**config.mk**
```make
export PLATFORM = sky130hd
export DESIGN_NAME = sdWordReader
export DESIGN_NICKNAME = d
export VERILOG_FILES = /design/src/design/sdWordReader.sv
export SDC_FILE = /design/constraint.sdc
export NUM_CORES = 1
export LEC_CHECK = 0
export ABC_AREA = 1
export BUFFER_PORTS_ARGS = -buffer_cell sky130_fd_sc_hd__buf_2
export CAP_MARGIN = 5
export CORE_MARGIN = 2
export CORE_UTILIZATION = 40
export CTS_BUF_LIST = sky130_fd_sc_hd__clkbuf_8
export DETAILED_ROUTE_END_ITERATION = 12
export HOLD_SLACK_MARGIN = 0.05
export PLACE_DENSITY = 0.66
export RECOVER_POWER = 25
export SYNTH_ARGS = -nofsm -noshare
export SYNTH_HDL_FRONTEND = slang
export SYNTH_SLANG_ARGS = --single-unit
export TNS_END_PERCENT = 1
```
**constraint.sdc**
```tcl
create_clock -name RAMClock -period 7.1 [get_ports RAMClock]
set_input_delay 1.775 -clock RAMClock [delete_from_list [all_inputs] [get_ports RAMClock]]
set_output_delay 1.775 -clock RAMClock [all_outputs]
set_load 0.1 [all_outputs]
```
**src/design/sdWordReader.sv**
```systemverilog
module sdWordReader (
    input  logic        RAMClock,
    input  logic        reset,
    input  logic        read,
    input  logic [31:0] address,
    output logic [31:0] data,
    output logic        busy,
    output logic        done,
    output logic        cs,
    output logic        mosi,
    output logic        sclk,
    input  logic        miso
);

    typedef enum logic [1:0] {
        idle,
        command,
        waitStart,
        receive
    } readerPhase;

    // Card command for a single word read
    typedef enum logic [7:0] {
        readSingle = 8'h51
    } sdOpcode;

    readerPhase phase;
    logic [31:0] shiftReg;
    logic [4:0] bitCount;

    // Shift register carries the command out and the word in
    assign data = shiftReg;

    // Line idles high outside the command
    assign mosi = (phase == command) ? shiftReg[31] : 1'b1;

    always_ff @(posedge RAMClock) begin
        if (reset) begin
            phase <= idle;
            busy <= 1'b0;
            done <= 1'b0;
            cs <= 1'b1;
            sclk <= 1'b0;
            bitCount <= '0;
        end else begin
            done <= 1'b0;
            case (phase)
                idle: begin
                    sclk <= 1'b0;
                    if (read) begin
                        shiftReg <= {readSingle, address[23:0]};
                        bitCount <= 5'd31;
                        busy <= 1'b1;
                        cs <= 1'b0;
                        phase <= command;
                    end
                end
                command: begin
                    sclk <= ~sclk;
                    // Next bit goes out on the falling clock edge
                    if (sclk) begin
                        shiftReg <= {shiftReg[30:0], 1'b1};
                        if (bitCount == 5'd0) begin
                            phase <= waitStart;
                        end else begin
                            bitCount <= bitCount - 1'b1;
                        end
                    end
                end
                waitStart: begin
                    sclk <= ~sclk;
                    if (!sclk && !miso) begin
                        bitCount <= 5'd31;
                        phase <= receive;
                    end
                end
                receive: begin
                    sclk <= ~sclk;
                    // Sample on the rising clock edge
                    if (!sclk) begin
                        shiftReg <= {shiftReg[30:0], miso};
                        if (bitCount == 5'd0) begin
                            busy <= 1'b0;
                            done <= 1'b1;
                            cs <= 1'b1;
                            sclk <= 1'b0;
                            phase <= idle;
                        end else begin
                            bitCount <= bitCount - 1'b1;
                        end
                    end
                end
                default: phase <= idle;
            endcase
        end
    end

endmodule

```
==> summary.txt <==
Status
  – Result of the run: complete, no violations

Critical path
  – Delay-heaviest family, CP: buffers and inverters
  – WP buf/inv: 3
  – R2r worst-path depth: 7
  – Crit. End Element: primary output
  – Data arrival time of the critical path: roughly 1.7 ns
  – Delay of the slowest cell on the worst path: ~0.34 ns
  – Reg-to-reg setup timing slack: 3.73 ns
  – Most used cell along the critical path: inv_1
  – Critical Path Start Type: flop
  – Worst EP required: roughly 5.3 ns
  – Crit path kind: reg -> out
  – Worst R2R End: data[31]
  – Cell breakdown of the critical path: inv_1 -> ha_1 -> inv_1 -> or2_2 -> buf_2
  – Crit path max fanout: 4
  – Library cell contributing the largest single delay on the critical path: dfxtp_1
  – Launching point of the worst reg2reg path: phase[0]

Clocking
  – Total of cells resized after clock tree synthesis: 0
  – Clock tree from TritonCTS: yes
  – TritonCTS buffer count: 5
  – Skew-Pair Late Insertion Delay: about 0.3 ns
  – Post-CTS setup buffers: 0
  – Depth of the CTS H-tree: 2
  – Clock edge transition at the registers on the reported setup and hold paths: approximately 0.080 ns
  – Clock tree root buffer cell: clkbuf_8
  – Post-CTS Hold Fix Bufs: 0
  – Bufs on Longest Clock Path: 2
  – Clock sink total: between 40 and 50

Placement
  – Post-DP HPWL: 2940 µm
  – Placed Cells: 359
  – Routability cong.: 0.799
  – IO Port Bufs: 64

Timing
  – Final Setup Violations: 0
  – Max-Slew Margin vs Limit: approximately 14%
  – Setup clock skew after layout: around 0.0094 ns
  – Final period utilization: roughly 48%
  – Fin crit period: 3.44 ns
  – Unrepaired setup endpoints after global routing: no
  – Slew Viols, Final: 0
  – F_max: between 200 and 300 MHz
  – Total Neg Setup Slack: 0 ns
  – Hold Vio Cnt, Final: 0
  – Worst slew pin tran: 1.29 ns

Synthesis
  – Register area share after synthesis: 56.8%
  – Synth unique cells: 25
  – Cells after Synth: between 200 and 250
  – Nets in the synthesized netlist: 270
  – Syn avg cell area: 9.08 µm²
  – Synthesized flop and latch total: between 40 and 50
  – Yosys warns: 0
  – Netlist area before placement: 0.00208 mm²

Final layout
  – Share of post-route cells with drive strength above 1: a little under a third
  – Relative area change from synthesis to final layout: 25.1%
  – Post-route non-filler standard cell count: between 300 and 400
  – # nets final: between 300 and 400
  – Diode count: 0

Min path
  – Worst Hold End: busy
  – Launch instance of the worst min-delay path: busy
  – Number of cells on the worst hold path: 2
  – Worst Hold Class: reg -> reg

Detailed routing
  – Met1 Wirelength: roughly 2100 µm
  – Met2 WL: approximately 1800 µm
  – Met3 wire len: roughly 280 µm
  – Top routing layer in use: met4
  – First-pass iteration count of the detailed router: 4
  – First DRT Iteration DRCs: 159
  – Detailed-route vias per instance: 4.57
  – Wire length per cell: ~12 µm
  – Number of routed nets with antenna violations: 0
  – Total length of routed wires: 4250 µm
  – DRC violations left: 0
  – Total number of vias: around 1.7k

Floorplan
  – Width of the die: between 70 and 80 µm
  – Die H: 76.1 µm
  – Core region area: a little over 0.005 mm²
  – Number of placement rows: 26
  – Die area: 0.00579 mm²
  – Io pins: 73
  – Initial core utilization: around two fifths

Global route
  – First-pass GRT wire length: around 7000 µm
  – Pin count of the biggest net entering global routing: 33
  – Tot GR Track Use: between 15 and 20%
  – Grt ovf: 0
  – Vias in the first global route: 1532
  – Number of antenna violations at the first check in global routing: 0

Job
  – Maxcap violations: 0
==> routing by layer <==
layer  GRT usage (%)  up-vias
met5               0        -
met4            4.36        0
met3            4.03        4
met2            23.7       56
met1            21.6      746
li1                -      870
==> cell usage in the layout (no fill, tap or decap) <==
cell	n
nor4_1	1
nor2_1	15
nor2_8	1
or2_2	4
nand4_1	1
o21ai_0	14
clkbuf_1	2
nand3_1	12
inv_1	19
nand2_2	2
nand2_1	84
inv_4	1
bufinv_16	2
nor3_2	1
inv_2	2
buf_4	1
nand3_4	2
o21a_2	1
nor2_2	7
buf_2	64
a21oi_1	5
clkbuf_8	5
edfxtp_1	32
ha_1	5
clkinv_1	1
nand2_4	2
dfxtp_1	11
==> cell type report <==
type / count / area [µm²]
timing repair buffer: 67 / 335
sequential: 43 / 1180
multi-input combinational: 157 / 779
fill: 498 / 2470
clock buffer: 5 / 68.8
clock inverter: 3 / 63.8
tap: 70 / 87.6
inverter: 22 / 85.1
==> worst reg2reg max path, stage by stage, from the launching register on <==
cell	delay, ns
dfxtp_1	0.34
clkbuf_1	0.95
inv_1	0.57
ha_1	0.43
nand2_1	0.12
nand3_4	0.11
nor3_2	0.11
buf_4	0.40
==> cell usage after synthesis, drive strengths merged <==
| master | instances | area [µm²] |
|---|---|---|
| nand2 | 88 | 350 |
| edfxtp | 32 | 961 |
| nor2 | 23 | 120 |
| inv | 21 | 81.3 |
| nand3 | 14 | 95.1 |
| o21ai | 14 | 70.1 |
| dfxtp | 11 | 220 |
| a21oi | 5 | 25.0 |
| buf | 5 | 31.3 |
| ha | 5 | 62.6 |
| or2 | 4 | 25.0 |
| clkbuf | 2 | 7.51 |
| clkinv | 1 | 3.75 |
| nand4 | 1 | 6.26 |
| nor3 | 1 | 5.00 |
| nor4 | 1 | 6.26 |
| o21a | 1 | 8.76 |
==> sequential cells by signal (all words and copies together) (netlist names) <==
register and count:
sclk 1, cs 1, busy 1, phase 2, done 1, data 32
bitCount 5
==> how the worst max path moves through the flow <==
stage | startpoint | to | slack, ns | depth (start not counted)
floorplan | read | data[0] | 2.44 | 4
global placement | phase[1] | mosi | 4.00 | 5
detailed placement | phase[1] | mosi | 4.00 | 5
CTS | phase[1] | mosi | 3.63 | 5
global route | phase[0] | data[10] | 3.36 | 7
finish | phase[1] | mosi | 3.66 | 5
==> metrics by stage <==
step                      area, µm²  setup WS (ns)  hold slack, ns  util (%)
after detailed placement       2480           4.00           0.435      48.8
after CTS                      2610           3.63           0.452      51.4
final                          2600           3.66           0.445      51.3
after floorplan                2080           2.44           0.433         -
after global placement         2480           4.00           0.434      48.8
after global routing           2600           3.36           0.482      51.3
==> logic make-up (layout without fill, tap and decap cells) <==
family / Yosys count / in the layout / synth area share, %
fa+ha+maj: 5 / 5 / 3.01
simple gates: 132 / 132 / 29.2
buf+inv: 29 / 97 / 5.96
compound gates: 20 / 20 / 4.99
flops: 43 / 43 / 56.8
Power is not shown: default switching activity piles up to over one toggle a cycle in this logic, so the estimate is an artifact.
