===== src/design/bootPkg.sv =====
package bootPkg;

    // Word address width of the on-chip program RAM
    localparam int RamAddrBits = 15;

    // Address bit that moves a bus access into I/O space
    localparam int ioSelectBit = 31;

    // LED patterns while the loader is busy
    localparam logic [7:0] ledResetting = 8'b0010_0100;
    localparam logic [7:0] ledCounting = 8'b0100_1001;
    localparam logic [7:0] ledLoading = 8'b1001_0010;

    // Processor request towards memory and I/O
    typedef struct packed {
        logic [31:0] address;
        logic [31:0] writeData;
        logic read;
        logic write;
    } cpuBusReq;

    // Reply to the processor
    typedef struct packed {
        logic [31:0] readData;
        logic ready;
        logic written;
    } cpuBusRsp;

    // Single RAM port as seen by wordRam
    typedef struct packed {
        logic [RamAddrBits-1:0] address;
        logic [31:0] writeData;
        logic read;
        logic write;
    } ramReq;

    // One pixel store into the frame buffer
    typedef struct packed {
        logic [7:0] x;
        logic [7:0] y;
        logic [7:0] color;
        logic write;
    } pixelWrite;

    typedef enum logic [3:0] {
        resetWait,
        readCount,
        waitCount,
        copyWord,
        finish,
        running,
        debug
    } loaderState;

endpackage


===== src/design/bootLoader.sv =====
module bootLoader #(
    parameter int ResetCycles = 1023
) (
    input  logic                                 RAMClock,
    input  logic                                 reset,
    input  logic [3:0]                           buttons,
    output logic                                 sdRead,
    output logic [31:0]                          sdAddress,
    input  logic [31:0]                          sdData,
    input  logic                                 sdBusy,
    input  logic                                 sdDone,
    output logic                                 loadWrite,
    output logic [bootPkg::RamAddrBits-1:0]      loadAddress,
    output logic [31:0]                          loadData,
    output bootPkg::loaderState                  state,
    output logic [bootPkg::RamAddrBits-1:0]      debugAddress,
    input  logic [31:0]                          ramData,
    input  bootPkg::pixelWrite                   cpuIoWrite,
    output logic                                 cpuReset,
    output logic [7:0]                           ledOut
);

    localparam int TimerBits = $clog2(ResetCycles + 1);

    logic [TimerBits-1:0] resetTimer;
    logic [31:0] wordsLeft;
    logic [1:0] byteIndex;
    logic [3:0] buttonsLast;
    logic [3:0] pressed;

    // Button order is debugEnter, run, next, prev from bit 0
    assign pressed = buttons & ~buttonsLast;

    // Processor only runs when the loader has handed over
    assign cpuReset = (state != bootPkg::running);

    always_ff @(posedge RAMClock) begin
        if (reset) begin
            state <= bootPkg::resetWait;
            resetTimer <= '0;
            wordsLeft <= '0;
            byteIndex <= '0;
            buttonsLast <= '0;
            sdRead <= 1'b0;
            sdAddress <= '0;
            loadWrite <= 1'b0;
            debugAddress <= '0;
            ledOut <= bootPkg::ledResetting;
        end else begin
            sdRead <= 1'b0;
            loadWrite <= 1'b0;
            buttonsLast <= buttons;
            case (state)
                bootPkg::resetWait: begin
                    ledOut <= bootPkg::ledResetting;
                    if (resetTimer == TimerBits'(ResetCycles - 1)) begin
                        state <= bootPkg::readCount;
                    end else begin
                        resetTimer <= resetTimer + 1'b1;
                    end
                end
                bootPkg::readCount: begin
                    ledOut <= bootPkg::ledCounting;
                    // Word 0 of the image holds the word count
                    if (!sdBusy) begin
                        sdAddress <= '0;
                        sdRead <= 1'b1;
                        state <= bootPkg::waitCount;
                    end
                end
                bootPkg::waitCount: begin
                    if (sdDone) begin
                        wordsLeft <= sdData;
                        if (sdData == 32'd0) begin
                            state <= bootPkg::finish;
                        end else begin
                            sdAddress <= 32'd1;
                            sdRead <= 1'b1;
                            state <= bootPkg::copyWord;
                        end
                    end
                end
                bootPkg::copyWord: begin
                    ledOut <= bootPkg::ledLoading;
                    if (sdDone) begin
                        // Card word k lands in RAM word k-1
                        loadWrite <= 1'b1;
                        loadAddress <= sdAddress[bootPkg::RamAddrBits-1:0] - 1'b1;
                        loadData <= sdData;
                        wordsLeft <= wordsLeft - 1'b1;
                        if (wordsLeft == 32'd1) begin
                            state <= bootPkg::finish;
                        end else begin
                            sdAddress <= sdAddress + 1'b1;
                            sdRead <= 1'b1;
                        end
                    end
                end
                bootPkg::finish: begin
                    ledOut <= 8'h00;
                    state <= bootPkg::running;
                end
                bootPkg::running: begin
                    if (cpuIoWrite.write) begin
                        ledOut <= cpuIoWrite.color;
                    end
                    if (pressed[0]) begin
                        debugAddress <= '0;
                        byteIndex <= '0;
                        state <= bootPkg::debug;
                    end
                end
                bootPkg::debug: begin
                    ledOut <= ramData[8 * byteIndex +: 8];
                    if (pressed[0]) begin
                        // Re-entering starts over at word 0
                        debugAddress <= '0;
                        byteIndex <= '0;
                    end else if (pressed[1]) begin
                        state <= bootPkg::running;
                    end else if (pressed[2]) begin
                        byteIndex <= byteIndex + 1'b1;
                        if (byteIndex == 2'd3) begin
                            debugAddress <= debugAddress + 1'b1;
                        end
                    end else if (pressed[3]) begin
                        byteIndex <= byteIndex - 1'b1;
                        if (byteIndex == 2'd0) begin
                            debugAddress <= debugAddress - 1'b1;
                        end
                    end
                end
                default: state <= bootPkg::resetWait;
            endcase
        end
    end

endmodule


===== config.mk =====
export PLATFORM = sky130hd
export DESIGN_NAME = bootLoader
export DESIGN_NICKNAME = d
export VERILOG_FILES = /design/src/design/bootPkg.sv /design/src/design/bootLoader.sv
export SDC_FILE = /design/constraint.sdc
export NUM_CORES = 1
export LEC_CHECK = 0
export BUFFER_PORTS_ARGS = -buffer_cell sky130_fd_sc_hd__buf_4
export CAP_MARGIN = 20
export CORE_ASPECT_RATIO = 0.8
export CORE_MARGIN = 3
export CORE_UTILIZATION = 50
export CTS_CLUSTER_DIAMETER = 200
export DETAILED_ROUTE_END_ITERATION = 10
export PLACE_DENSITY = 0.73
export SYNTH_ARGS = -nofsm -noshare
export SYNTH_HDL_FRONTEND = slang
export SYNTH_SLANG_ARGS = --single-unit

===== constraint.sdc =====
create_clock -name RAMClock -period 4.6 [get_ports RAMClock]
set_input_delay 0 -clock RAMClock [delete_from_list [all_inputs] [get_ports RAMClock]]
set_output_delay 0 -clock RAMClock [all_outputs]
set_load 0.02 [all_outputs]

==> summary.txt, run 1 <==
Outcome
  • Status: finished, final reports clean

Power
  • Power Density: 308 nW/µm²
  • Leakage power figure: 4.09 nW
  • Maximum vdd drop: 0.275 mV
  • Total chip power: 3.22 mW

Drt
  • Iteration-0 DRC Markers: 522
  • Top Layer Used: met4
  • Routed Antenna Nets: 0
  • Total Wirelength: 20400 µm
  • Met2 wire length: 9440 µm
  • Via count: 7304
  • WL met1: 9300 µm
  • Residual DRC: 0
  • Post-DR wirelength/cell: 15.6 µm
  • Met3 WL: 1350 µm
  • DR vias/cell: 5.61
  • TritonRoute pass-1 iters: 5

Placed design
  • PortBufs: 188
  • Placed Cells: 1226
  • RePlAce Congestion: 0.812
  • Post-DP HPWL: 13900 µm

Timing
  • Final period utilization: 0.693
  • RSZ-0062 raised after global routing: false
  • Fmax achieved: 0.314 GHz
  • Max transition margin: 0.299
  • Setup_tns: 0 ps
  • Tightest Pin Transition: 1050 ps
  • Worst Skew: 9.25 ps
  • Slew Viols, Final: 0
  • Minimum clock period: 3190 ps
  • Final setup fails: 0
  • Hold violation count in the final report: 0

Clock tree
  • CTS root buffer: clkbuf_16
  • CTS Buf Count: 17
  • PostCTS Resize Cnt: 0
  • CTS tree: done
  • Clock transition at path regs: 70 ps
  • CTS HTree Levels: 4
  • Worst skew pair latency: 430 ps
  • Clk sinks: 155
  • Clock Path Buffers: 2

Setup path
  • Arr. time, crit path: 3540 ps
  • CP max FO: 20
  • Worst path depth: 8
  • CP Capture Type: register
  • Cells along the critical path: buf_4, clkinv_1, nand2_1, o41ai_4, a211oi_2, nand3_2, or4_1, a21oi_1
  • Reg2Reg Depth: 8
  • CP delay by family, top: simple AND/OR/NAND/NOR gates
  • Max incr delay on CP: 770 ps
  • Critical path class: reg -> reg
  • Crit. Startpoint: state[2]
  • WP data required: 4950 ps
  • R2r setup slk: 1410 ps
  • Worst R2R End: sdAddress[31]
  • CP bufs+invs: 2
  • Slowest stage cell, crit path: a211oi_2
  • Crit start category: register
  • Worst reg2reg startpoint: state[2]
  • Critical Path End: sdAddress[31]

Floorplanning
  • Row cnt: 40
  • Core area: 15200 µm²
  • Die area: 17300 µm²
  • Die Ht: 118 µm
  • I/O pin count: 206
  • Initial core utilization: 0.518
  • DIE WIDTH: 146 µm

Synthesis
  • Biggest area consumer among synthesized cells: dfxtp_1
  • Syn_area_per_cell: 9.05 µm²
  • Synthesized area: 7890 µm²
  • Most numerous cell in the Yosys netlist: nor2_1
  • Synthesis warning total: 0
  • Primary FF master, synth: dfxtp_1
  • Yosys top cell area share: 0.274
  • Mapped Nets: 990
  • Top post-synthesis cells by count: nor2_1 (112), dfxtp_1 (108), a21oi_1 (62)
  • Syn Inst Count: 871
  • EDFF count, synth: 47
  • Seq/Total Area, Yosys: 0.453
  • Async set or reset register ratio after synthesis: 0
  • Yosys cell types: 74
  • Largest cells by area after synthesis: dfxtp_1 (27%), edfxtp_1 (18%), nor2_1 (5.3%)
  • Flops & latches, synth: 155

Global routing
  • Total Routing Usage GR: 0.231
  • Global route overflow: 0
  • First-pass GRT wire length: 33400 µm
  • Initial antenna violation count: 0
  • Largest net degree at the start of global routing: 69
  • Vias in the first global route: 6733

Job
  • Max Cap Viol: 0

Finish
  • Post-Layout Cell Count: 1302
  • Final nets: 1198
  • Number of diodes: 0
  • Filler instances: 1240
  • Share of layout cells above drive strength 1: 0.236
  • Area grow syn2layout: 32.4%
  • Register area: 3570 µm²
  • Area of the multi-input gates: 4030 µm²

Min path
  • Min-delay worst type: in -> reg
==> registers in the layout (all words and copies together) (netlist names) <==
signal        cells
loadWrite         1
ledOut            8
wordsLeft        32
sdRead            1
byteIndex         2
state             3
resetTimer       10
loadAddress      15
loadData         32
sdAddress        32
debugAddress     15
buttonsLast       4
==> cells by family (layout without fill, tap and decap cells) <==
logic type,after synthesis,in the layout,synth area share
and+or+nand+nor,342,342,0.215
AOI/OAI and AO/OA,214,214,0.175
other,1,1,0.000476
xor gates and xnor gates,52,52,0.0578
buffers and inverters,75,296,0.0376
DFF,155,155,0.453
adders and majority gates,22,22,0.0359
muxes,10,10,0.0254
==> stage by stage <==
step	util	area, µm²	hold slack (ps)	setup slack, ps
CTS	0.686	10400	54.9	1430
detailed placement	0.620	9430	199	1440
global route	0.686	10400	107	1090
floorplan	-	7890	98.9	1510
global placement	0.620	9430	198	1530
finish	0.686	10400	60.6	1410
==> layout make-up <==
type | instances | area share
Clock buffer | 17 | 0.0407
Inverter | 24 | 0.00863
Timing Repair Buffer | 240 | 0.183
Clock inverter | 15 | 0.0145
Multi-Input combinational cell | 641 | 0.386
Sequential cell | 155 | 0.342
Tap cell | 210 | 0.0252
==> report_power, final <==
part	internal (mW)	total [mW]	switching [mW]
combinational	0.174	0.390	0.216
clock	0.765	1.38	0.616
sequential	1.43	1.44	0.0187
==> worst min-delay path by stage <==
stage	startpoint	cells after the start	end
after floorplan	sdData[0]	0	loadData[0]
after global placement	sdData[29]	1	loadData[29]
after detailed placement	sdData[19]	1	loadData[19]
after CTS	ramData[18]	4	ledOut[2]
after global routing	ramData[10]	4	ledOut[2]
final	ramData[18]	4	ledOut[2]
==> tightest hold or removal path, cell delays in order <==
cell and delay [ps]:
buf_4 70, mux4_2 210, a22oi_1 50, o21ai_0 120
==> cell usage in the layout (no fill, tap or decap), types with 5 or more instances in the layout <==
cell type / count
buf_4: 196
dlygate4sd3_1: 44
a22oi_1: 15
nor2_1: 111
nor2b_1: 9
a211oi_1: 12
dfxtp_1: 108
nand2_1: 61
o22ai_1: 7
ha_1: 21
mux4_2: 8
xnor2_1: 18
or3_1: 10
nor4_1: 18
a221oi_1: 5
xor2_1: 34
inv_1: 22
and4_1: 5
nand2b_1: 9
a31oi_1: 11
or4_1: 6
edfxtp_1: 47
o21ai_0: 58
a21oi_1: 62
nand3_1: 28
nor3_1: 32
nand4_1: 17
and2_1: 7
inv_6: 7
and3_1: 9
clkbuf_16: 17
==> what timing repair did <==
action                    in CTS  in global routing
hold endpoints to repair      67                  0
buffers inserted               0                  0
hold buffers                  44                  0
==> per-layer routing <==
metal / vias up / track usage
met5: - / 0
li1: 3609 / -
met3: 30 / 0.0514
met2: 262 / 0.372
met1: 3403 / 0.316
met4: 0 / 0.0652
No activity file was read; power rests on OpenSTA's default activity.
==> run 2: changes to the inputs <==
Settings changed: CORE_UTILIZATION 50 to 48.
Clock period 4.6 ns to 2.85 ns, I/O delays scaled along.
==> run 2 against run 1 <==
Net effect:
- clock power grew 62%
- critical path depth is 1 higher
- die area is 4.0% higher
- non-clock buffer count grew 41
- flip-flop and latch count did not move
- global-route usage fell by 0.19 points
- setup slack got worse by 1300 ps
- hold slack improved by 0.67 ps
- clock-buffer cell count is 1 higher
- first-iteration DRC count is 0.19% lower
- clock skew is 3.6 ps higher
==> summary.txt, run 2 (synthesis results as in run 1) <==
Outcome
  • Status: finished, final reports clean

Floorplanning
  • Die area: 18000 µm²
  • Die Ht: 121 µm
  • Row cnt: 41
  • DIE WIDTH: 149 µm
  • I/O pin count: 206
  • Initial core utilization: 0.494
  • Core area: 16000 µm²

Timing
  • Hold violation count in the final report: 0
  • Worst Skew: 12.9 ps
  • Final period utilization: 0.971
  • Setup_tns: 0 ps
  • Tightest Pin Transition: 1020 ps
  • Fmax achieved: 0.361 GHz
  • Max transition margin: 0.319
  • Slew Viols, Final: 0
  • RSZ-0062 raised after global routing: false
  • Final setup fails: 0
  • Minimum clock period: 2770 ps
  • Fin Hold WS: 61.2 ps

Finish
  • Share of layout cells above drive strength 1: 0.265
  • Commonest non-fill, non-tap cell in the layout: buf_4
  • Filler instances: 1265
  • Commonest cells after routing, fill and taps aside: buf_4 (236), nor2_1 (111), dfxtp_1 (108)
  • Area grow syn2layout: 36.9%
  • Register area: 3570 µm²
  • Biggest regs: loadData: 32 flops, sdAddress: 32 flops, wordsLeft: 32 flops
  • Post-Layout Cell Count: 1348
  • Area of the multi-input gates: 4050 µm²
  • Number of diodes: 0
  • Final nets: 1239

Power
  • Leakage power figure: 4.31 nW
  • Power Density: 488 nW/µm²
  • Maximum vdd drop: 0.424 mV

Setup path
  • R2r setup slk: 80 ps
  • Worst path depth: 9
  • Worst R2R End: wordsLeft[26]
  • Cells along the critical path: buf_4, inv_1, ha_1, or3b_2, nor4_1, nand4_1, nor3_1, o21ai_0, a221oi_1
  • CP Capture Type: register
  • Max incr delay on CP: 500 ps
  • CP bufs+invs: 2
  • Critical path class: reg -> reg
  • Slowest stage cell, crit path: or3b_2
  • WP data required: 3160 ps
  • Critical Path End: wordsLeft[26]
  • Reg2Reg Depth: 9
  • Crit start category: register
  • Arr. time, crit path: 3080 ps
  • Worst reg2reg startpoint: wordsLeft[0]
  • CP max FO: 5
  • CP delay by family, top: simple AND/OR/NAND/NOR gates
  • Crit. Startpoint: wordsLeft[0]

Placed design
  • Placed Cells: 1270
  • PortBufs: 188
  • RePlAce Congestion: 0.860
  • Post-DP HPWL: 14700 µm

Global routing
  • Top Usage Layer GRT: met2
  • Vias in the first global route: 6963
  • Largest net degree at the start of global routing: 68
  • Global route overflow: 0
  • Initial antenna violation count: 0
  • Met3 GRT Util: 0.0607
  • First-pass GRT wire length: 33600 µm
  • Met1 Track Usage GR: 0.308
  • Total Routing Usage GR: 0.230
  • Grt met2 use: 0.372

Drt
  • Residual DRC: 0
  • TritonRoute pass-1 iters: 5
  • Iteration-0 DRC Markers: 521
  • DR vias/cell: 5.51
  • Total Wirelength: 21100 µm
  • Post-DR wirelength/cell: 15.6 µm
  • Routed Antenna Nets: 0
  • Via count: 7432

Clock tree
  • CTS tree: done
  • Worst skew pair latency: 420 ps
  • Clock Path Buffers: 2
  • CTS Buf Count: 17
  • Clk sinks: 155
  • CTS HTree Levels: 4
  • Clock transition at path regs: 70 ps
  • CTS root buffer: clkbuf_16

Job
  • Max Cap Viol: 0

Min path
  • Min-delay worst type: in -> reg
==> run 2: per-layer routing <==
layer  share of wire  wire (µm)
met3           0.068       1430
met4           0.011        238
met5               0          0
met1            0.45       9530
met2            0.47       9850
==> run 2: what timing repair did <==
| item | 4_1_cts | 5_1_grt |
|---|---|---|
| resized for setup | 1 | 2 |
| hold buffers | 44 | 0 |
| hold endpoints to repair | 70 | 0 |
| pin swaps | 0 | 3 |
| gates cloned | 0 | 0 |
| setup endpoints to repair | 1 | 4 |
| setup buffers | 0 | 2 |
==> run 2: worst min path at each step <==
stage                    start               end  slack, ps  cells after the start
floorplan            sdData[0]       loadData[0]        100                      0
global placement    sdData[19]      loadData[19]        200                      1
detailed placement   sdData[3]       loadData[3]        200                      1
CTS                      reset  debugAddress[14]         30                      4
global route             reset  debugAddress[14]         60                      4
finish                   reset  debugAddress[14]         60                      4
==> run 2: through the flow <==
stage / power (mW) / worst slack (ps) / area, µm² / utilization
floorplan: 2.74 / 180 / 7890 / -
global placement: 3.00 / 40.6 / 9730 / 0.610
detailed placement: 3.01 / -39.4 / 9730 / 0.610
CTS: 5.29 / 6.17 / 10800 / 0.674
global route: 5.49 / 14.1 / 10800 / 0.677
finish: 5.27 / 81.7 / 10800 / 0.677
==> run 2: cell type report <==
| cell class | count | share of cell area |
|---|---|---|
| Multi-Input combinational cell | 641 | 0.375 |
| Timing Repair Buffer | 281 | 0.207 |
| Clock buffer | 18 | 0.0407 |
| Inverter | 24 | 0.00834 |
| Tap cell | 215 | 0.0249 |
| Sequential cell | 155 | 0.331 |
| Clock inverter | 14 | 0.0134 |
==> run 2: report_power, final <==
group	switching (mW)	internal (mW)	leakage, nW
Sequential	0.0333	2.30	1.29
Combinational	0.368	0.335	2.73
Clock	0.972	1.26	0.293
==> run 2: tightest hold or removal path, cell delays in order <==
cell	delay, ps
buf_4	100
inv_1	50
buf_4	180
o31a_1	110
