## src/design/bootPkg.sv

```systemverilog
package bootPkg;

    // Word address width of the on-chip program RAM
    localparam int RamAddrBits = 15;

    // Address bit that moves a bus access into I/O space
    localparam int ioSelectBit = 31;

    // LED patterns while the loader is busy
    localparam logic [7:0] ledResetting = 8'b0010_0100;
    localparam logic [7:0] ledCounting = 8'b0100_1001;
    localparam logic [7:0] ledLoading = 8'b1001_0010;

    // Processor request towards memory and I/O
    typedef struct packed {
        logic [31:0] address;
        logic [31:0] writeData;
        logic read;
        logic write;
    } cpuBusReq;

    // Reply to the processor
    typedef struct packed {
        logic [31:0] readData;
        logic ready;
        logic written;
    } cpuBusRsp;

    // Single RAM port as seen by wordRam
    typedef struct packed {
        logic [RamAddrBits-1:0] address;
        logic [31:0] writeData;
        logic read;
        logic write;
    } ramReq;

    // One pixel store into the frame buffer
    typedef struct packed {
        logic [7:0] x;
        logic [7:0] y;
        logic [7:0] color;
        logic write;
    } pixelWrite;

    typedef enum logic [3:0] {
        resetWait,
        readCount,
        waitCount,
        copyWord,
        finish,
        running,
        debug
    } loaderState;

endpackage

```

## src/design/busRouter.sv

```systemverilog
module busRouter (
    input  logic                                 RAMClock,
    input  logic                                 reset,
    input  bootPkg::loaderState                  state,
    input  logic                                 loadWrite,
    input  logic [bootPkg::RamAddrBits-1:0]      loadAddress,
    input  logic [31:0]                          loadData,
    input  logic [bootPkg::RamAddrBits-1:0]      debugAddress,
    input  bootPkg::cpuBusReq                    cpuRequest,
    output bootPkg::cpuBusRsp                    cpuResponse,
    output bootPkg::ramReq                       ramRequest,
    input  logic                                 ramReady,
    input  logic                                 ramWritten,
    input  logic [31:0]                          ramData,
    output bootPkg::pixelWrite                   pixelOut
);

    logic cpuOwns;
    logic debugOwns;
    logic ioSelected;
    logic cpuRead;
    logic cpuWrite;
    logic ioReadPending;
    logic ramReadPending;
    logic ramWritePending;

    assign cpuOwns = (state == bootPkg::running);
    assign debugOwns = (state == bootPkg::debug);
    assign ioSelected = cpuRequest.address[bootPkg::ioSelectBit];

    // Read wins when the processor asserts both
    assign cpuRead = cpuOwns && cpuRequest.read;
    assign cpuWrite = cpuOwns && cpuRequest.write && !cpuRequest.read;

    always_comb begin
        if (cpuOwns) begin
            ramRequest.address = cpuRequest.address[bootPkg::RamAddrBits-1:0];
            ramRequest.writeData = cpuRequest.writeData;
            ramRequest.read = cpuRead && !ioSelected;
            ramRequest.write = cpuWrite && !ioSelected;
        end else if (debugOwns) begin
            ramRequest.address = debugAddress;
            ramRequest.writeData = '0;
            ramRequest.read = 1'b1;
            ramRequest.write = 1'b0;
        end else begin
            ramRequest.address = loadAddress;
            ramRequest.writeData = loadData;
            ramRequest.read = 1'b0;
            ramRequest.write = loadWrite;
        end
    end

    // Pixel coordinates come straight from the I/O address
    always_comb begin
        pixelOut.x = cpuRequest.address[15:8];
        pixelOut.y = cpuRequest.address[7:0];
        pixelOut.color = cpuRequest.writeData[7:0];
        pixelOut.write = cpuWrite && ioSelected;
    end

    // Track which processor access the next RAM strobe belongs to
    always_ff @(posedge RAMClock) begin
        if (reset) begin
            ioReadPending <= 1'b0;
            ramReadPending <= 1'b0;
            ramWritePending <= 1'b0;
        end else begin
            ioReadPending <= cpuRead && ioSelected;
            ramReadPending <= cpuRead && !ioSelected;
            ramWritePending <= cpuWrite && !ioSelected;
        end
    end

    always_comb begin
        cpuResponse.readData = ioReadPending ? 32'd0 : ramData;
        cpuResponse.ready = ioReadPending || (ramReadPending && ramReady);
        cpuResponse.written = pixelOut.write || (ramWritePending && ramWritten);
    end

endmodule

```

## config.mk

```make
export PLATFORM = sky130hd
export DESIGN_NAME = busRouter
export DESIGN_NICKNAME = d
export VERILOG_FILES = /design/src/design/bootPkg.sv /design/src/design/busRouter.sv
export SDC_FILE = /design/constraint.sdc
export NUM_CORES = 1
export LEC_CHECK = 0
export ABC_AREA = 1
export BUFFER_PORTS_ARGS = -buffer_cell sky130_fd_sc_hd__clkbuf_2
export CAP_MARGIN = 20
export CORE_AREA = 2 2 107 109
export DETAILED_ROUTE_END_ITERATION = 10
export DIE_AREA = 0 0 109 111
export PLACE_DENSITY = 0.5
export REMOVE_ABC_BUFFERS = 1
export SLEW_MARGIN = 20
export SYNTH_ARGS = -nofsm -noshare
export SYNTH_HDL_FRONTEND = slang
export SYNTH_SLANG_ARGS = --single-unit
export TNS_END_PERCENT = 5
```

## constraint.sdc

```tcl
create_clock -name RAMClock -period 1.9 [get_ports RAMClock]
set_input_delay 0.38 -clock RAMClock [delete_from_list [all_inputs] [get_ports RAMClock]]
set_output_delay 0.38 -clock RAMClock [all_outputs]
set_load 0.01 [all_outputs]
```

==> flow_metrics.py, run 1 <==
metrics = {
    "yosys": {
        "ys_warn_count": 0,
        "synth.yosys.seq_area_share": 0.0382,
        "postSynthAreaPerCell_um2": 4.62,
        "syn_inst": 340,
        "synth_cell_types": 14,
        "synth-seq-cells": 3,
        "syn-cell-area_um2": 1570,
    },
    "floorplan": {
        "die_y_um": 111,
        "die_w_um": 109,
        "core-area_um2": 11100,
        "initial_core_util": 0.142,
        "dieArea_um2": 12100,
        "io-pin-count": 277,
        "std_cell_rows": 39,
    },
    "grt": {
        "grt_use_total": 0.114,
        "grt_pass1_vias": 2341,
        "grt_pass1_wl_um": 11200,
        "grt_overflow_total": 0,
        "grt_max_degree": 33,
        "antenna_found_initial": 0,
    },
    "cts": {
        "clkSinkCount": 3,
        "cts-htree-levels": 1,
        "cts.path.max_buffers": 2,
        "clk_pin_slew_worst_paths_ns": 0.03,
        "cts_root_buffer": "clkbuf_16",
        "cts_setup_buffers": 0,
        "numCtsBuffers": 3,
        "cts_resized": 0,
        "cts_tree": "done",
        "hold_buffers": 0,
    },
    "timing": {
        "finalHoldViolCount": 0,
        "period_needed_ns": 1.80,
        "finalCritPeriodShare": 0.949,
        "drv_slew": 0,
        "final-setup-viol-count": 0,
        "setup_tns_ns": 0,
        "rsz0062_at_grt": "no",
        "slew_headroom": 0.812,
        "hold_slack_ns": 0.361,
        "worst_pin_slew_ns": 0.282,
        "max_freq_mhz": 555,
    },
    "power_and_ir_drop": {
        "worst_ir_drop_vdd_v": 0.000214,
        "swShare": 0.367,
        "pwr-share-seq": 0.065,
        "p_switching_uw": 360,
        "p_per_area_nw_per_um2": 333,
        "power_frac_comb": 0.595,
        "pwr-share-clk": 0.339,
        "p_int_uw": 621,
        "p_leak_uw": 0.00214,
    },
    "drt": {
        "via_per_inst": 3.80,
        "wl_um": 7550,
        "wire_per_inst_um": 10.6,
        "drtAntennaViolNets": 0,
        "drc_errors": 0,
        "drt-initial-drc-count": 82,
        "first_pass_iters": 4,
        "vias": 2700,
    },
    "cells_and_area": {
        "synthToLayoutAreaGrowth_pct": 87.7,
        "diodes": 0,
        "n_fill_cell": 1337,
        "final_cell_mix": "clkbuf_2 (259), nand2_1 (116), inv_1 (65), nand3_1 (65), nor2_1 (36)",
        "fin_util": 0.266,
        "fin_nets": 738,
        "drive_above_1_share": 0.491,
        "finalInstanceArea_um2": 2950,
        "stdcell_count": 711,
        "final_common_cell": "clkbuf_2",
    },
    "placed_design": {
        "placed_cell_area_um2": 2870,
        "dp_hpwl_um": 6680,
        "portBuffers": 259,
        "gp_routability_congestion": 0.726,
        "dp_cells": 707,
    },
    "worst_setup_path": {
        "worstPathMaxFanout": 28,
        "required_ns": 1.52,
        "cp-start-kind": "input pin",
        "worst_setup_path_end_kind": "output port",
        "arrival_ns": 1.42,
        "path_class": "input pin to output port",
    },
    "run": {
        "max_cap_viol_count": 0,
    },
    "min_path": {
        "hold_class": "input pin to flip-flop",
    },
    "status": {
        "status": "complete, no violations",
    },
}
## Yosys cell counts
| cell | n | share of area |
|---|---|---|
| a21o_1 | 1 | 0.0048 |
| buf_2 | 12 | 0.038 |
| buf_4 | 24 | 0.11 |
| buf_6 | 4 | 0.029 |
| clkbuf_1 | 5 | 0.012 |
| dfxtp_1 | 3 | 0.038 |
| inv_1 | 65 | 0.16 |
| inv_2 | 3 | 0.0072 |
| nand2_1 | 117 | 0.28 |
| nand3_1 | 65 | 0.21 |
| nor2_1 | 36 | 0.086 |
| nor2_4 | 3 | 0.022 |
| nor3_1 | 1 | 0.0032 |
| o21ai_0 | 1 | 0.0032 |
## flip-flops by register name, indices dropped and copies added, names as in the netlist
signal / cells
ramReadPending: 1
ramWritePending: 1
ioReadPending: 1
## worst max-delay path, cell delays in order
cell and delay [ns]:
clkbuf_2 0.11, inv_2 0.05, nand2_1 0.07, nor2_4 0.19
buf_12 0.20, nand2_1 0.08, o21ai_0 0.16, clkbuf_2 0.17
## per-stage QoR
step / power [µW] / setup WS, ns
3_5_place_dp: 658 / 0.0773
6_report: 980 / 0.0971
3_3_place_gp: 658 / 0.105
2_1_floorplan: 287 / -0.300
4_1_cts: 996 / 0.0717
5_1_grt: 1070 / 0.000920
## area by class of cell
type / instances / area, µm² / share of cell area
Sequential cell: 3 / 60.1 / 0.0204
Clock buffer: 4 / 78.8 / 0.0267
Tap cell: 143 / 179 / 0.0607
Inverter: 68 / 255 / 0.0866
Timing Repair Buffer: 269 / 1420 / 0.482
Multi-Input combinational cell: 224 / 953 / 0.323
## worst paths after layout
check	startpoint	to	slack, ns	cells past startpoint
setup / recovery	state[3]	cpuResponse[0]	0.1	8
hold / removal	reset	ramReadPending$_SDFF_PP0_	0.36	2
## per-layer routing
metal | track usage | vias up | part of all wire
li1 | - | 1439 | -
met1 | 0.126 | 1102 | 0.38
met2 | 0.231 | 159 | 0.51
met3 | 0.0170 | 0 | 0.11
met4 | 0.00769 | 0 | 0
met5 | 0 | - | 0
## power by group through the flow
stage	clock network (µW)	logic, µW	registers, µW
after floorplan	0	221	65.4
after global placement	0	594	64.7
after detailed placement	0	593	64.7
after CTS	336	596	63.9
after global routing	346	657	63.9
final	333	584	63.9
## kinds of logic after synthesis
| family | count (synthesis) | synth area share |
|---|---|---|
| DFF | 3 | 0.0382 |
| and+or+nand+nor | 222 | 0.598 |
| AOI/OAI and AO/OA | 2 | 0.00797 |
| buffers and inverters | 113 | 0.356 |
Power figures use the tool's default switching activity.
==> run 2, diff against run 1 <==
--- a/config.mk
+++ b/config.mk
@@ -5,13 +5,12 @@
 export SDC_FILE = /design/constraint.sdc
 export NUM_CORES = 1
 export LEC_CHECK = 0
-export ABC_AREA = 1
 export BUFFER_PORTS_ARGS = -buffer_cell sky130_fd_sc_hd__clkbuf_2
 export CAP_MARGIN = 20
-export CORE_AREA = 2 2 107 109
+export CORE_AREA = 2 2 109 111
 export DETAILED_ROUTE_END_ITERATION = 10
-export DIE_AREA = 0 0 109 111
-export PLACE_DENSITY = 0.5
+export DIE_AREA = 0 0 111 113
+export PLACE_DENSITY = 0.45
 export REMOVE_ABC_BUFFERS = 1
 export SLEW_MARGIN = 20
 export SYNTH_ARGS = -nofsm -noshare
==> run 2 against run 1 <==
Effect of this change:
- the run now ends with setup timing left
- combinational power barely moved
- final cell count is 23% lower
- clock-buffer cell count did not move
- first-iteration DRC count decreased by 49%
- critical path depth shrank 1
- total power hardly changed
- hold slack better by 0.0052 ns
- maximum frequency is 6.4% lower
- sequential share of layout area increased by 0.16 points
- routed wire length increased by 3.6%
- largest cell class unchanged
- highest routed layer unchanged
==> flow_metrics.py, run 2 <==
metrics = {
    "floorplan": {
        "std_cell_rows": 39,
        "dieArea_um2": 12500,
        "initial_core_util": 0.112,
        "die_w_um": 111,
        "core-area_um2": 11300,
        "die_y_um": 113,
        "io-pin-count": 277,
    },
    "yosys": {
        "ys_warn_count": 0,
        "synth-seq-cells": 3,
        "synth.yosys.seq_area_share": 0.0478,
        "yosysTopAreaCell": "a22o_1",
        "syn_inst": 166,
        "yosysMostFrequentCell": "a22o_1",
        "synth_cell_types": 21,
        "synth_common_cells": "a22o_1 (33), nor2b_1 (32), buf_4 (26)",
        "synth_flop_cell": "dfxtp_1",
        "synthArstFlopShare": 0,
        "synth_area_leaders": "a22o_1 (23%), nor2b_1 (16%), buf_4 (16%), mux2i_1 (12%), o21ai_1 (6.0%)",
        "syn-cell-area_um2": 1260,
        "synth_top_area_share": 0.230,
        "synth_edf_count": 0,
        "postSynthAreaPerCell_um2": 7.58,
    },
    "cts": {
        "clk_pin_slew_worst_paths_ns": 0.03,
        "cts-htree-levels": 1,
        "cts.path.max_buffers": 2,
        "numCtsBuffers": 3,
        "cts_root_buffer": "clkbuf_16",
        "cts_tree": "done",
        "clkSinkCount": 3,
    },
    "cells_and_area": {
        "fin_nets": 575,
        "finalInstanceArea_um2": 2730,
        "diodes": 0,
        "n_fill_cell": 1252,
        "synthToLayoutAreaGrowth_pct": 117,
        "final_cell_mix": "clkbuf_2 (252), a22o_1 (33), nor2b_1 (32), nand2_1 (16), o21ai_1 (15)",
        "stdcell_count": 548,
        "final_common_cell": "clkbuf_2",
        "drive_above_1_share": 0.701,
        "top_regs": "ioReadPending: 1 flops, ramReadPending: 1 flops, ramWritePending: 1 flops",
    },
    "worst_setup_path": {
        "cp_cell_sequence": "clkbuf_2 -> and4bb_4 -> buf_12 -> nor2_4 -> buf_12 -> a22o_1 -> buf_2",
        "crit_top_cell": "buf_12",
        "crit_slowest_cell": "and4bb_4",
        "arrival_ns": 1.55,
        "slowest_delay_ns": 0.43,
        "required_ns": 1.52,
        "cp-start-kind": "input pin",
        "worstPathMaxFanout": 16,
        "path_class": "input pin to output port",
        "worst_setup_path_end_kind": "output port",
    },
    "status": {
        "violations": "setup timing",
        "status": "finished with violations",
    },
    "min_path": {
        "hold_class": "input pin to flip-flop",
        "hp-start": "reset",
        "hold_path_depth": 2,
        "worst_hold_path.endpoint": "ramWritePending$_SDFF_PP0_",
    },
    "power_and_ir_drop": {
        "power_frac_comb": 0.595,
        "p_per_area_nw_per_um2": 358,
        "pwr-share-clk": 0.340,
        "swShare": 0.339,
        "worst_ir_drop_vdd_v": 0.000245,
        "pwr-share-seq": 0.065,
        "p_leak_uw": 0.00163,
        "p_switching_uw": 333,
        "p_int_uw": 647,
    },
    "timing": {
        "finalCritPeriodShare": 1.01,
        "drv_slew": 0,
        "hold_slack_ns": 0.366,
        "worst_pin_slew_ns": 0.338,
        "slew_headroom": 0.774,
        "finalHoldViolCount": 0,
        "max_freq_mhz": 519,
        "timing.final.ws_setup_ns": -0.0257,
        "period_needed_ns": 1.93,
        "final-setup-viol-count": 16,
        "rsz0062_at_grt": "yes",
    },
    "drt": {
        "drt-initial-drc-count": 42,
        "first_pass_iters": 4,
        "wire_per_inst_um": 14.3,
        "via_per_inst": 3.93,
        "drtAntennaViolNets": 0,
        "drc_errors": 0,
        "vias": 2154,
        "wl_um": 7820,
    },
    "grt": {
        "grt_overflow_total": 0,
        "grt_max_degree": 34,
        "grt_pass1_vias": 2019,
        "antenna_found_initial": 0,
        "grt_pass1_wl_um": 11000,
        "grt_use_total": 0.112,
    },
    "placed_design": {
        "gp_routability_congestion": 0.777,
        "dp_hpwl_um": 6610,
        "placed_cell_area_um2": 2520,
        "portBuffers": 259,
        "dp_cells": 538,
    },
    "run": {
        "max_cap_viol_count": 0,
    },
}
-- run 2: cell types whose count changed after synthesis, moves of 2 or more --
cell      change
nor3b_1       +2
o21ai_1      +15
inv_2         -3
buf_2         -8
nor2_1       -36
nand3_1      -65
nor2_4        -3
nor2b_1      +32
inv_1        -64
nand2_1     -101
mux2i_1      +15
buf_4         +2
a22o_1       +33
and4bb_1      +2
-- run 2: metal layers --
layer	vias up	routed length, µm	global-route usage
met5	-	0	0
met4	0	0	0.00750
met3	0	958	0.0391
met2	164	4040	0.221
met1	927	2820	0.121
li1	1063	-	-
-- run 2: cell families (layout without fill, tap and decap cells) --
kind of cell | Yosys count | in the layout | share of synthesized area
buf+inv | 40 | 277 | 0.238
simple gates | 57 | 59 | 0.287
compound gates | 51 | 51 | 0.308
mux | 15 | 15 | 0.119
flops | 3 | 3 | 0.0478
-- run 2: area by class of cell --
cell class,instances,area (µm²),area share
repair buffers,272,1480,0.541
multi-input cells,125,932,0.341
well taps,143,179,0.0654
clock buffers,4,78.8,0.0288
flip-flops and latches,3,60.1,0.0220
inverters,1,3.75,0.00137
-- run 2: power by group through the flow --
stage | clock network, µW | registers (µW) | logic (µW)
global route | 344 | 63.8 | 632
detailed placement | 0 | 64.7 | 566
floorplan | 0 | 65.4 | 200
finish | 333 | 63.9 | 583
CTS | 339 | 63.8 | 591
global placement | 0 | 64.7 | 561
-- run 2: timing repair --
action,in CTS,in global routing
gates cloned,3,0
gates resized for setup,4,17
pin swaps,5,4
hold buffers,0,0
buffers inserted,2,1
endpoints found under the setup margin,40,45
-- run 2: stage by stage --
stage | power (µW) | util | setup slack (ns) | setup TNS, ns
floorplan | 265 | - | -0.823 | -34.85
global placement | 626 | 0.223 | -0.111 | -1.77
detailed placement | 631 | 0.223 | -0.139 | -2.71
CTS | 994 | 0.240 | -0.0800 | -1.71
global route | 1040 | 0.243 | -0.0938 | -1.53
finish | 980 | 0.243 | -0.0257 | -0.169
-- run 2: critical path: cells and delay by family --
family	cells	cell delay [ns]
buffers and inverters	4	0.51
AO/OA/AOI/OAI	1	0.18
AND/OR/NAND/NOR	2	0.47
-- run 2: how the worst max path moves through the flow --
| stage | cells after the start | from | slack, ns | end |
|---|---|---|---|---|
| floorplan | 3 | state[1] | -0.82 | ramRequest[0] |
| global placement | 6 | state[0] | -0.11 | ramRequest[27] |
| detailed placement | 6 | state[0] | -0.14 | ramRequest[27] |
| CTS | 6 | state[3] | -0.08 | ramRequest[34] |
| global route | 7 | state[1] | -0.09 | ramRequest[0] |
| finish | 7 | state[1] | -0.03 | ramRequest[28] |
